$ cat config.mk
export PLATFORM = sky130hd
export DESIGN_NAME = xu_alu
export DESIGN_NICKNAME = d
export VERILOG_FILES = /design/src/hdl/xu_alu_pkg.sv /design/src/hdl/xu_alu_dec.sv /design/src/hdl/xu_alu_add.sv /design/src/hdl/xu_alu_rslt.sv /design/src/hdl/xu_alu.sv
export VERILOG_INCLUDE_DIRS = /design/src /design/src/hdl
export SDC_FILE = /design/constraint.sdc
export NUM_CORES = 1
export LEC_CHECK = 0
export BUFFER_PORTS_ARGS = -buffer_cell sky130_fd_sc_hd__buf_2
export CORE_ASPECT_RATIO = 2
export CORE_UTILIZATION = 60
export CTS_BUF_LIST = sky130_fd_sc_hd__clkbuf_4 sky130_fd_sc_hd__clkbuf_8
export CTS_CLUSTER_DIAMETER = 200
export DETAILED_ROUTE_END_ITERATION = 8
export GPL_TIMING_DRIVEN = 0
export PLACE_DENSITY_LB_ADDON = 0.25
export SLEW_MARGIN = 25
export SYNTH_ARGS = -nofsm -noshare
export SYNTH_HDL_FRONTEND = slang
export SYNTH_SLANG_ARGS = --single-unit
$ cat constraint.sdc
create_clock -name nclk -period 18.5 [get_ports nclk]
set_input_delay 3.7 -clock nclk [delete_from_list [all_inputs] [get_ports nclk]]
set_output_delay 3.7 -clock nclk [all_outputs]
set_load 0.02 [all_outputs]
$ cat src/hdl/xu_cfg.svh
// Configuration macros for the fixed-point execute slice: operand width and opcodes
`ifndef XU_CFG_SVH
`define XU_CFG_SVH

// Operand width and number of byte lanes
`define GPR_WIDTH 64
`define GPR_BYTES (`GPR_WIDTH/8)

// Arithmetic opcodes
`define OP_ADD    4'h0
`define OP_SUBF   4'h1
`define OP_NEG    4'h2

// Logical opcodes, 4'h3 to 4'h7 are unused and decode as add
`define OP_AND    4'h8
`define OP_OR     4'h9
`define OP_XOR    4'hA
`define OP_NAND   4'hB
`define OP_NOR    4'hC
`define OP_ANDC   4'hD
`define OP_ORC    4'hE
`define OP_EQV    4'hF

`endif

$ cat src/hdl/xu_alu_pkg.sv
// Operand, opcode and control types shared by the fixed-point execute slice
`include "xu_cfg.svh"

package xu_alu_pkg;

   // Operand or result, bit 0 is the most significant bit
   typedef logic [0:`GPR_WIDTH-1] gpr_t;

   // One bit per byte lane, lane 0 holds the most significant byte
   typedef logic [0:`GPR_BYTES-1] byte_msk_t;

   typedef logic [3:0] alu_op_t;

   // Truth table of a two-input function, indexed by {rs1 bit, rs2 bit}
   typedef logic [3:0] log_tt_t;

   // Per-op controls carried from ex1 into ex2
   typedef struct packed {
      // Carry into the least significant bit of the adder
      logic    add_ci;
      // High means carry and overflow come from bit 0
      logic    msb_64b_sel;
      // Negate adds the inverted rs1 to zero
      logic    rs2_zero;
      // Take the logical result instead of the sum
      logic    sel_log;
      log_tt_t log_tt;
   } alu_ctl_t;

   // Truth tables of the eight logical functions
   localparam log_tt_t TT_AND  = 4'b1000;
   localparam log_tt_t TT_OR   = 4'b1110;
   localparam log_tt_t TT_XOR  = 4'b0110;
   localparam log_tt_t TT_NAND = 4'b0111;
   localparam log_tt_t TT_NOR  = 4'b0001;
   localparam log_tt_t TT_ANDC = 4'b0100;
   localparam log_tt_t TT_ORC  = 4'b1101;
   localparam log_tt_t TT_EQV  = 4'b1001;

endpackage

$ cat src/hdl/xu_alu_dec.sv
// Execute slice ex1 decoder: opcode to adder invert, carry in and logic controls
`timescale 1ns/10ps
`include "xu_cfg.svh"

module xu_alu_dec
   import xu_alu_pkg::*;
(
   input  alu_op_t   ex1_op,
   input  logic      ex1_is_32b,
   output byte_msk_t add_rs1_inv,
   output alu_ctl_t  ex1_ctl
);

   logic    rs1_inv_all;
   logic    log_op;
   log_tt_t log_tt;

   always_comb begin
      rs1_inv_all = 1'b0;
      log_op      = 1'b0;
      log_tt      = '0;
      case (ex1_op)
         `OP_SUBF: begin
            rs1_inv_all = 1'b1;
         end
         `OP_NEG: begin
            rs1_inv_all = 1'b1;
         end
         `OP_AND: begin
            log_op = 1'b1;
            log_tt = TT_AND;
         end
         `OP_OR: begin
            log_op = 1'b1;
            log_tt = TT_OR;
         end
         `OP_XOR: begin
            log_op = 1'b1;
            log_tt = TT_XOR;
         end
         `OP_NAND: begin
            log_op = 1'b1;
            log_tt = TT_NAND;
         end
         `OP_NOR: begin
            log_op = 1'b1;
            log_tt = TT_NOR;
         end
         `OP_ANDC: begin
            log_op = 1'b1;
            log_tt = TT_ANDC;
         end
         `OP_ORC: begin
            log_op = 1'b1;
            log_tt = TT_ORC;
         end
         `OP_EQV: begin
            log_op = 1'b1;
            log_tt = TT_EQV;
         end
         // Add and the unused codes need no inversion and no carry in
         default: begin
            rs1_inv_all = 1'b0;
         end
      endcase
   end

   // Subtract-from is ~rs1 + rs2 + 1, negate is ~rs1 + 0 + 1
   assign add_rs1_inv         = {`GPR_BYTES{rs1_inv_all}};
   assign ex1_ctl.add_ci      = rs1_inv_all;
   assign ex1_ctl.msb_64b_sel = ~ex1_is_32b;
   assign ex1_ctl.rs2_zero    = (ex1_op == `OP_NEG);
   assign ex1_ctl.sel_log     = log_op;
   assign ex1_ctl.log_tt      = log_tt;

endmodule

$ cat src/hdl/xu_alu_add.sv
// Execute slice ex2 adder with latched rs1 inversion, carry out and signed overflow
`timescale 1ns/10ps
`include "xu_cfg.svh"

module xu_alu_add
   import xu_alu_pkg::*;
(
   input  logic      nclk,
   input  logic      rst_n,
   input  logic      ex1_act,
   input  byte_msk_t dec_alu_ex1_add_rs1_inv,
   input  logic      dec_alu_ex2_add_ci,
   input  logic      ex2_msb_64b_sel,
   input  gpr_t      ex2_rs1,
   input  gpr_t      ex2_rs2,
   output gpr_t      ex2_add_rt,
   output logic      ex2_add_ovf,
   output logic      ex2_add_ca
);

   localparam int HALF = `GPR_WIDTH/2;

   gpr_t          ex1_rs1_inv;
   gpr_t          ex2_rs1_inv_q;
   gpr_t          ex2_x;
   logic [0:HALF] lo_sum;
   logic [0:HALF] hi_sum;
   logic          ex2_cout_32;
   logic          ex2_cout_00;
   logic          sgn00_32;
   logic          sgn11_32;
   logic          sgn00_64;
   logic          sgn11_64;

   // Each byte lane bit covers the eight bits of its lane
   for (genvar i = 0; i < `GPR_WIDTH; i++) begin : g_rs1_inv
      assign ex1_rs1_inv[i] = dec_alu_ex1_add_rs1_inv[i/8];
   end

   always_ff @(posedge nclk) begin
      if (!rst_n) begin
         ex2_rs1_inv_q <= '0;
      end else if (ex1_act) begin
         ex2_rs1_inv_q <= ex1_rs1_inv;
      end
   end

   assign ex2_x = ex2_rs1 ^ ex2_rs1_inv_q;

   // The low word is added first so its carry out is visible at bit 32
   assign lo_sum = {1'b0, ex2_x[HALF:`GPR_WIDTH-1]}
                 + {1'b0, ex2_rs2[HALF:`GPR_WIDTH-1]}
                 + {{HALF{1'b0}}, dec_alu_ex2_add_ci};
   assign ex2_cout_32 = lo_sum[0];

   assign hi_sum = {1'b0, ex2_x[0:HALF-1]}
                 + {1'b0, ex2_rs2[0:HALF-1]}
                 + {{HALF{1'b0}}, ex2_cout_32};
   assign ex2_cout_00 = hi_sum[0];

   assign ex2_add_rt = {hi_sum[1:HALF], lo_sum[1:HALF]};

   // Both operand signs equal at the selected position, per mode
   assign sgn00_32 = ~ex2_msb_64b_sel & ~ex2_x[HALF] & ~ex2_rs2[HALF];
   assign sgn11_32 = ~ex2_msb_64b_sel &  ex2_x[HALF] &  ex2_rs2[HALF];
   assign sgn00_64 =  ex2_msb_64b_sel & ~ex2_x[0]    & ~ex2_rs2[0];
   assign sgn11_64 =  ex2_msb_64b_sel &  ex2_x[0]    &  ex2_rs2[0];

   // Overflow when the result sign differs from the shared operand sign
   assign ex2_add_ovf = (sgn00_32 &  ex2_add_rt[HALF])
                      | (sgn11_32 & ~ex2_add_rt[HALF])
                      | (sgn00_64 &  ex2_add_rt[0])
                      | (sgn11_64 & ~ex2_add_rt[0]);

   assign ex2_add_ca = ex2_msb_64b_sel ? ex2_cout_00 : ex2_cout_32;

endmodule

$ cat src/hdl/xu_alu_rslt.sv
// Execute slice ex2 logic unit and result select, registered into ex3
`timescale 1ns/10ps
`include "xu_cfg.svh"

module xu_alu_rslt
   import xu_alu_pkg::*;
(
   input  logic     nclk,
   input  logic     rst_n,
   input  logic     ex2_val,
   input  alu_ctl_t ex2_ctl,
   input  gpr_t     ex2_rs1,
   input  gpr_t     ex2_rs2,
   input  gpr_t     ex2_add_rt,
   input  logic     ex2_add_ca,
   input  logic     ex2_add_ovf,
   output logic     ex3_val,
   output gpr_t     ex3_rt,
   output logic     ex3_ca,
   output logic     ex3_ov
);

   gpr_t ex2_log_rt;
   gpr_t ex2_rt;
   logic ex2_ca;
   logic ex2_ov;

   // Each result bit looks up the truth table with its rs1 and rs2 bits
   for (genvar i = 0; i < `GPR_WIDTH; i++) begin : g_log
      assign ex2_log_rt[i] = ex2_ctl.log_tt[{ex2_rs1[i], ex2_rs2[i]}];
   end

   always_comb begin
      if (ex2_ctl.sel_log) begin
         ex2_rt = ex2_log_rt;
         ex2_ca = 1'b0;
         ex2_ov = 1'b0;
      end else begin
         ex2_rt = ex2_add_rt;
         ex2_ca = ex2_add_ca;
         ex2_ov = ex2_add_ovf;
      end
   end

   // Valid advances every cycle so bubbles come out as zero valid
   always_ff @(posedge nclk) begin
      if (!rst_n) begin
         ex3_val <= 1'b0;
      end else begin
         ex3_val <= ex2_val;
      end
   end

   // Result only loads for a valid op and otherwise holds the last one
   always_ff @(posedge nclk) begin
      if (!rst_n) begin
         ex3_rt <= '0;
         ex3_ca <= 1'b0;
         ex3_ov <= 1'b0;
      end else if (ex2_val) begin
         ex3_rt <= ex2_rt;
         ex3_ca <= ex2_ca;
         ex3_ov <= ex2_ov;
      end
   end

endmodule

$ cat src/hdl/xu_alu.sv
// Fixed-point execute slice top: ex1 decode, ex2 add and logic, ex3 result
`timescale 1ns/10ps

module xu_alu
   import xu_alu_pkg::*;
(
   input  logic    nclk,
   input  logic    rst_n,

   // Issue in ex1
   input  logic    ex1_val,
   input  alu_op_t ex1_op,
   input  logic    ex1_is_32b,
   input  gpr_t    ex1_rs1,
   input  gpr_t    ex1_rs2,

   // Result in ex3
   output logic    ex3_val,
   output gpr_t    ex3_rt,
   output logic    ex3_ca,
   output logic    ex3_ov
);

   byte_msk_t add_rs1_inv;
   alu_ctl_t  ex1_ctl;

   logic      ex2_val;
   alu_ctl_t  ex2_ctl;
   gpr_t      ex2_rs1;
   gpr_t      ex2_rs2;

   gpr_t      ex2_add_rt;
   logic      ex2_add_ca;
   logic      ex2_add_ovf;

   xu_alu_dec i_dec (
      .ex1_op      (ex1_op),
      .ex1_is_32b  (ex1_is_32b),
      .add_rs1_inv (add_rs1_inv),
      .ex1_ctl     (ex1_ctl)
   );

   always_ff @(posedge nclk) begin
      if (!rst_n) begin
         ex2_val <= 1'b0;
         ex2_ctl <= '0;
      end else begin
         ex2_val <= ex1_val;
         if (ex1_val) begin
            ex2_ctl <= ex1_ctl;
         end
      end
   end

   // Operands hold while no op is issued
   always_ff @(posedge nclk) begin
      if (ex1_val) begin
         ex2_rs1 <= ex1_rs1;
         // Negate adds against zero
         ex2_rs2 <= ex1_ctl.rs2_zero ? '0 : ex1_rs2;
      end
   end

   xu_alu_add i_add (
      .nclk                    (nclk),
      .rst_n                   (rst_n),
      .ex1_act                 (ex1_val),
      .dec_alu_ex1_add_rs1_inv (add_rs1_inv),
      .dec_alu_ex2_add_ci      (ex2_ctl.add_ci),
      .ex2_msb_64b_sel         (ex2_ctl.msb_64b_sel),
      .ex2_rs1                 (ex2_rs1),
      .ex2_rs2                 (ex2_rs2),
      .ex2_add_rt              (ex2_add_rt),
      .ex2_add_ovf             (ex2_add_ovf),
      .ex2_add_ca              (ex2_add_ca)
   );

   xu_alu_rslt i_rslt (
      .nclk        (nclk),
      .rst_n       (rst_n),
      .ex2_val     (ex2_val),
      .ex2_ctl     (ex2_ctl),
      .ex2_rs1     (ex2_rs1),
      .ex2_rs2     (ex2_rs2),
      .ex2_add_rt  (ex2_add_rt),
      .ex2_add_ca  (ex2_add_ca),
      .ex2_add_ovf (ex2_add_ovf),
      .ex3_val     (ex3_val),
      .ex3_rt      (ex3_rt),
      .ex3_ca      (ex3_ca),
      .ex3_ov      (ex3_ov)
   );

endmodule

Word level (Yosys, flattened, before mapping)
Cells that the tools add are included.

storage, ports and cells
  memories kept = 0
  output and inout port bits = 67
  bits in registers = 204
  bits in read-only memories = 0
  latch bits = 0
  memory bits (writable) = 0

operators by class
  reduce and logical (&&, ||, !) cells = 2
  eq/ne operators = 10
  shifts and indexed selects = 0
  bitwise operators = 24
  order comparisons = 64
  add/sub/neg operators = 4
  multiplexer cells = 135
  div/mod/pow operators = 0
  $mul = 0

operators with widths
  cell                                                count
  < comparator 2 x 3 -> 1 bit, second input constant  64
  binary-select mux 1 bit (select 2 bit)              64
  two-way mux 1 bit                                   69
  adder 32 x 32 -> 33 bit                             2
  adder 33 x 1 -> 33 bit                              2
  two-way mux 64 bit                                  1
  XOR 64 bit                                          1
  == test 4 bit, second input constant                8
  one-hot mux 4 bit (8 select lines)                  1
  bitwise AND 1 bit                                   12
  NOT 1 bit                                           8
  OR reduction 8 bit                                  1
  == test 4 x 1 -> 1 bit, second input constant       1
  == test 4 x 2 -> 1 bit, second input constant       1
  OR 1 bit                                            3
  OR reduction 2 bit                                  1

Longest topological paths before layout
  depth in word-level cells = 9
  gate-level depth with buffers = 24
  gate-level depth less buffers = 22

Hierarchy
Synthesis repeated with hierarchy kept, for this count alone.

unflattened totals
  cells, all modules = 1,361
  area, all modules = 14,851.7 um^2

by module, submodules not included
  module       area each (um^2)  sequential area each (um^2)  cells an instance  times used
  xu_alu_rslt  6,060.8           1,341.3                      593                1
  xu_alu       4,644.5           4,023.9                      226                1
  xu_alu_add   3,990.1           160.2                        520                1
  xu_alu_dec   156.4             0.0                          22                 1

Least setup slack after synthesis
OpenSTA, ideal clock, no wires.

  path kind = register to register
  from = register, netlist name i_add.ex2_rs1_inv_q[0]
  to = register i_rslt.ex3_rt[62]
  arrival time = 5.959 ns
  path buffers = 2
  stages on the path, launching flop included = 24
  setup slack = 12.425 ns
  library setup time = 0.116 ns
  cells stage by stage = dfxtp_1 > clkbuf_1 > buf_1 > xor2_1 > ha_1 > a21o_1 > a21o_1 > a2111o_1 > a221o_1 > o21ai_2 > nor2_2 > o311ai_2 > a21oi_1 > fa_1 > fa_1 > a21o_1 > a31oi_1 > a2bb2oi_2 > o311ai_2 > a311o_1 > a31oi_2 > nor4b_1 > or3_1 > o211a_1

on the way
  longest elaborated chain between the ends = 5

ends and longest elaborated chain
  what                      line               RTL
  XOR 64 bit *              xu_alu_add.sv:48   assign ex2_x = ex2_rs1 ^ ex2_rs1_inv_q;
  adder 32 x 32 -> 33 bit   xu_alu_add.sv:51   assign lo_sum = {1'b0, ex2_x[HALF:`GPR_WIDTH-1]}
  adder 33 x 1 -> 33 bit    xu_alu_add.sv:51
  adder 33 x 1 -> 33 bit *  xu_alu_add.sv:58   + {{HALF{1'b0}}, ex2_cout_32};
  two-way mux 64 bit *      xu_alu_rslt.sv:34  if (ex2_ctl.sel_log) begin
  end signal, assigned      xu_alu_rslt.sv:61  ex3_rt <= ex2_rt;
  end, declared             xu_alu_rslt.sv:18  output gpr_t ex3_rt,

Mark *: on every way between the ends. The rest lies on a longest branch, timed or not.
A chain may end at the register's enable or synchronous reset.

Final worst setup path
  from = register, netlist name i_add.ex2_rs1_inv_q[0]
  to = register i_rslt.ex3_rt[62]

on the way
  longest elaborated chain between the ends = 5

ends and longest elaborated chain
  what                      line
  XOR 64 bit *              xu_alu_add.sv:48
  adder 32 x 32 -> 33 bit   xu_alu_add.sv:51
  adder 33 x 1 -> 33 bit    xu_alu_add.sv:51
  adder 33 x 1 -> 33 bit *  xu_alu_add.sv:58
  two-way mux 64 bit *      xu_alu_rslt.sv:34

Marks and branches as above.

==> results by group <==
Outcome
  • Outcome: complete, no violations

Global route
  • Via count of the first global-routing pass: between 10000 and 15000
  • Largest net degree at the start of global routing: 79
  • All-Layer GR Usage: 42.0%
  • Grt total ovfl: 0
  • Global-route wire length before repair: 68.1 mm
  • Initial antenna violation count: 0

STA
  • Setup total negative slack: 0 ns
  • Final setup fails: 0
  • Fin crit share: 42.0%
  • Setup ws final: roughly 11 ns
  • Slew Viols, Final: 0
  • Min Tclk post-route: 7.77 ns
  • Fmax: ~130 MHz
  • Clock skew: 0.0345 ns
  • Slew margin rel.: 23.4%
  • RSZ-0062 raised after global routing: no
  • Final Hold Vio Count: 0
  • Worst-Margin Slew: 1.15 ns
  • Worst hold margin: 0.496 ns

Setup path
  • CP required: 18.99 ns
  • Worst r2r src: i_add.ex2_rs1_inv_q[0]$_SDFFE_PN0P_
  • Crit path DAT: about 8.3 ns
  • Crit Path Class: reg2reg
  • CP endpoint kind: register
  • Crit. Startpoint: i_add.ex2_rs1_inv_q[0]$_SDFFE_PN0P_
  • Worst-path fanout max: 10
  • Critical path launch point type: register

Synth
  • Post-synth EDFFs: 128
  • #FFs+latches synth: 203
  • Synth Instances: 1216
  • Ys Warns: 0
  • Post-synth cell types: 83
  • Post-synthesis instance area: 13000 sq um
  • Post-Syn Area per Cell: 10.7 sq um
  • Mapped Nets: approximately 1400
  • Register area share after synthesis: 41.2%
  • Main synth FF type: edfxtp_1
  • Async SR Flop Fraction: 0%

Routing
  • DRC: 0
  • Via count: roughly 12000
  • Final wirelength: 46.0 mm
  • Routed Antenna Nets: 0
  • Vias/cell: ~6.6
  • Iter 0 DRT Violations: just over 1000
  • Drt pass-1 iters: 7
  • Per-cell routed wire length: approximately 26 microns

CTS
  • Clk_lat worst skew: a little over 0.6 ns
  • CTS buffer count: 30
  • Hold_buf cts: 0
  • Cts repair resizes: 0
  • H-tree depth: 1
  • Setup Buffers After CTS: 0
  • Clock Sinks: 203
  • Root Driver: clkbuf_8
  • Clk buf depth: 3
  • Clock Pin Slew Worst Setup and Hold Paths: 0.07 ns
  • CTS tree: built

Die
  • Row count: 75
  • Full die area: 22300 sq um
  • Die Span X: 106 microns
  • IO Pins: 203
  • Die Ht: 210 microns
  • Core footprint: between 20000 and 25000 sq um
  • Initial Util: approximately three fifths

Power
  • Static Leakage: 6.27 nW
  • Pwr dens: 91.8 nW/um^2
  • Clock Power Share: 30.0%
  • Power share of the sequential group: 40.3%
  • Sw Ratio: approximately a third
  • Maximum vdd drop: 78.4 uV
  • Switch Pwr: 0.459 mW
  • Comb pwr share: between 20% and 30%
  • P_int: 0.921 mW
  • Total Power: roughly 1.4 mW

Finish
  • Layout area overhead: 15.9%
  • Fin nets: 1651
  • Antenna cells: 0
  • Layout cells sized above 1: 23.6%

Run
  • Max-cap viol count: 0

Placement
  • DPL Wire Length: 34.0 mm
  • Pre-CTS setup slack: 10.86 ns
  • Routability Congestion: 1.02
  • # port buffers: 199

Min path
  • Min-delay worst type: reg2reg
  • Start point of the worst hold path: i_rslt.ex3_rt[13]$_SDFFE_PN0P_
[layout by cell type, fill, tap and decap left out, types with 4 or more instances in the layout]
cell type  count
edfxtp_1     128
nand4_1        7
clkbuf_1      70
o211a_1        6
inv_1         23
nor3_1        13
a21oi_1       78
o21a_1        12
xnor2_1       34
mux4_2        62
dfxtp_1       75
o211ai_1      19
mux2i_1       16
o21ai_0       72
a311oi_1      11
buf_6          4
nor2b_1       75
a31oi_1       18
xor2_1        72
nand2_1       88
buf_1          9
buf_2        204
nand3_1       21
a21o_1        32
clkbuf_8      37
o311ai_0       8
nand2b_1      12
and2_1         6
and3_1         8
clkbuf_4      14
nor2_1        76
a211o_1        5
a211oi_1      11
o21bai_1       6
ha_1          62
[worst max-delay path: stages (launching register included)]
cell	delay (ns)
dfxtp_1	0.34
clkbuf_1	0.46
buf_1	0.91
xor2_1	0.15
ha_1	0.28
a21o_1	0.19
a221o_1	0.39
a221oi_1	0.46
a21boi_2	0.15
o21ai_2	0.27
nor2_2	0.08
o311ai_2	0.23
a21oi_1	0.28
fa_1	0.51
fa_1	0.53
a21o_1	0.24
a31oi_1	0.36
a2bb2oi_2	0.27
o311ai_2	0.17
a311o_1	0.42
a31oi_2	0.34
nor4b_1	0.10
or3_1	0.36
o211a_1	0.12
[per-stage QoR]
step	cells	util (%)	instance area (sq um)
global placement	1684	67.8	14300
CTS	1743	71.2	15000
detailed placement	1687	68.0	14400
floorplan	1216	-	13000
global route	1743	71.2	15000
finish	1743	71.2	15000
[metal layers]
layer  global-route usage, %  wire [microns]
met1                    44.4           14600
met5                       0               0
met4                    34.9            4370
met3                    6.59            4040
met2                    72.8           23000
[sequential cells by signal, summed over array words and instances, names as in the netlist]
| register | cells |
|---|---|
| ex2_rs2 | 64 |
| i_rslt.ex3_val | 1 |
| i_rslt.ex3_rt | 64 |
| ex2_val | 1 |
| i_rslt.ex3_ov | 1 |
| ex2_rs1 | 64 |
| i_rslt.ex3_ca | 1 |
| i_add.ex2_rs1_inv_q | 1 |
| ex2_ctl | 6 |
[cell type report]
cell class / instances / area, sq um
Sequential cell: 203 / 5350
Tap cell: 269 / 337
Fill cell: 1661 / 6080
Clock inverter: 7 / 90.1
Timing Repair Buffer: 202 / 1040
Inverter: 23 / 86.3
Buffer: 90 / 393
Multi-Input combinational cell: 900 / 7160
Clock buffer: 49 / 587
[path summary, 6_finish.rpt]
kind,endpoint,slack (ns),cells past startpoint
min,i_rslt.ex3_rt[13]$_SDFFE_PN0P_,0.50,1
min reg2reg,i_rslt.ex3_rt[13]$_SDFFE_PN0P_,0.50,1
max reg2reg,i_rslt.ex3_rt[62]$_SDFFE_PN0P_,10.73,23
max,i_rslt.ex3_rt[62]$_SDFFE_PN0P_,10.73,23
[logic make-up (layout without fill, tap and decap cells)]
| group | Yosys count | in the layout | share of synthesized area (%) |
|---|---|---|---|
| muxes | 80 | 80 | 12.3 |
| and+or+nand+nor | 325 | 325 | 12.5 |
| xor gates and xnor gates | 106 | 106 | 7.16 |
| AOI/OAI and AO/OA | 324 | 324 | 16.8 |
| adders and majority gates | 65 | 65 | 6.44 |
| DFF | 203 | 203 | 41.2 |
| buffers and inverters | 113 | 371 | 3.69 |
[power groups by stage]
stage / combinational, mW / clock [mW] / sequential (mW)
2_1_floorplan: 0.267 / 0 / 0.569
3_3_place_gp: 0.392 / 0 / 0.565
3_5_place_dp: 0.400 / 0 / 0.565
4_1_cts: 0.402 / 0.414 / 0.555
5_1_grt: 0.443 / 0.430 / 0.559
6_report: 0.410 / 0.414 / 0.556
[cell usage after synthesis, types with 3 or more instances]
library cell	n	area (sq um)
dfxtp_1	75	1500
buf_1	9	33.8
nor2b_1	75	469
a211o_1	5	43.8
o211a_1	6	60.1
a221oi_1	3	26.3
ha_1	62	776
nand3_1	21	105
mux2i_1	16	160
o21bai_1	6	45.0
o21a_1	12	90.1
clkbuf_1	70	263
nand4_1	7	43.8
xnor2_1	34	298
a221o_1	3	30.0
o31ai_1	3	22.5
a31oi_1	18	113
nand2b_1	12	75.1
a211oi_1	11	82.6
a21oi_1	78	390
edfxtp_1	128	3840
o2111ai_1	3	26.3
a21o_1	32	240
fa_1	3	60.1
o311ai_0	8	70.1
buf_2	4	20.0
inv_1	23	86.3
and3_1	8	50.1
nor3_1	13	65.1
nand2_1	88	330
buf_6	3	33.8
and2_1	6	37.5
mux4_2	62	1400
o21ai_0	72	360
a311oi_1	11	96.3
nor2_1	76	285
xor2_1	72	631
o211ai_1	19	143
(Power assumes the default switching activity.)
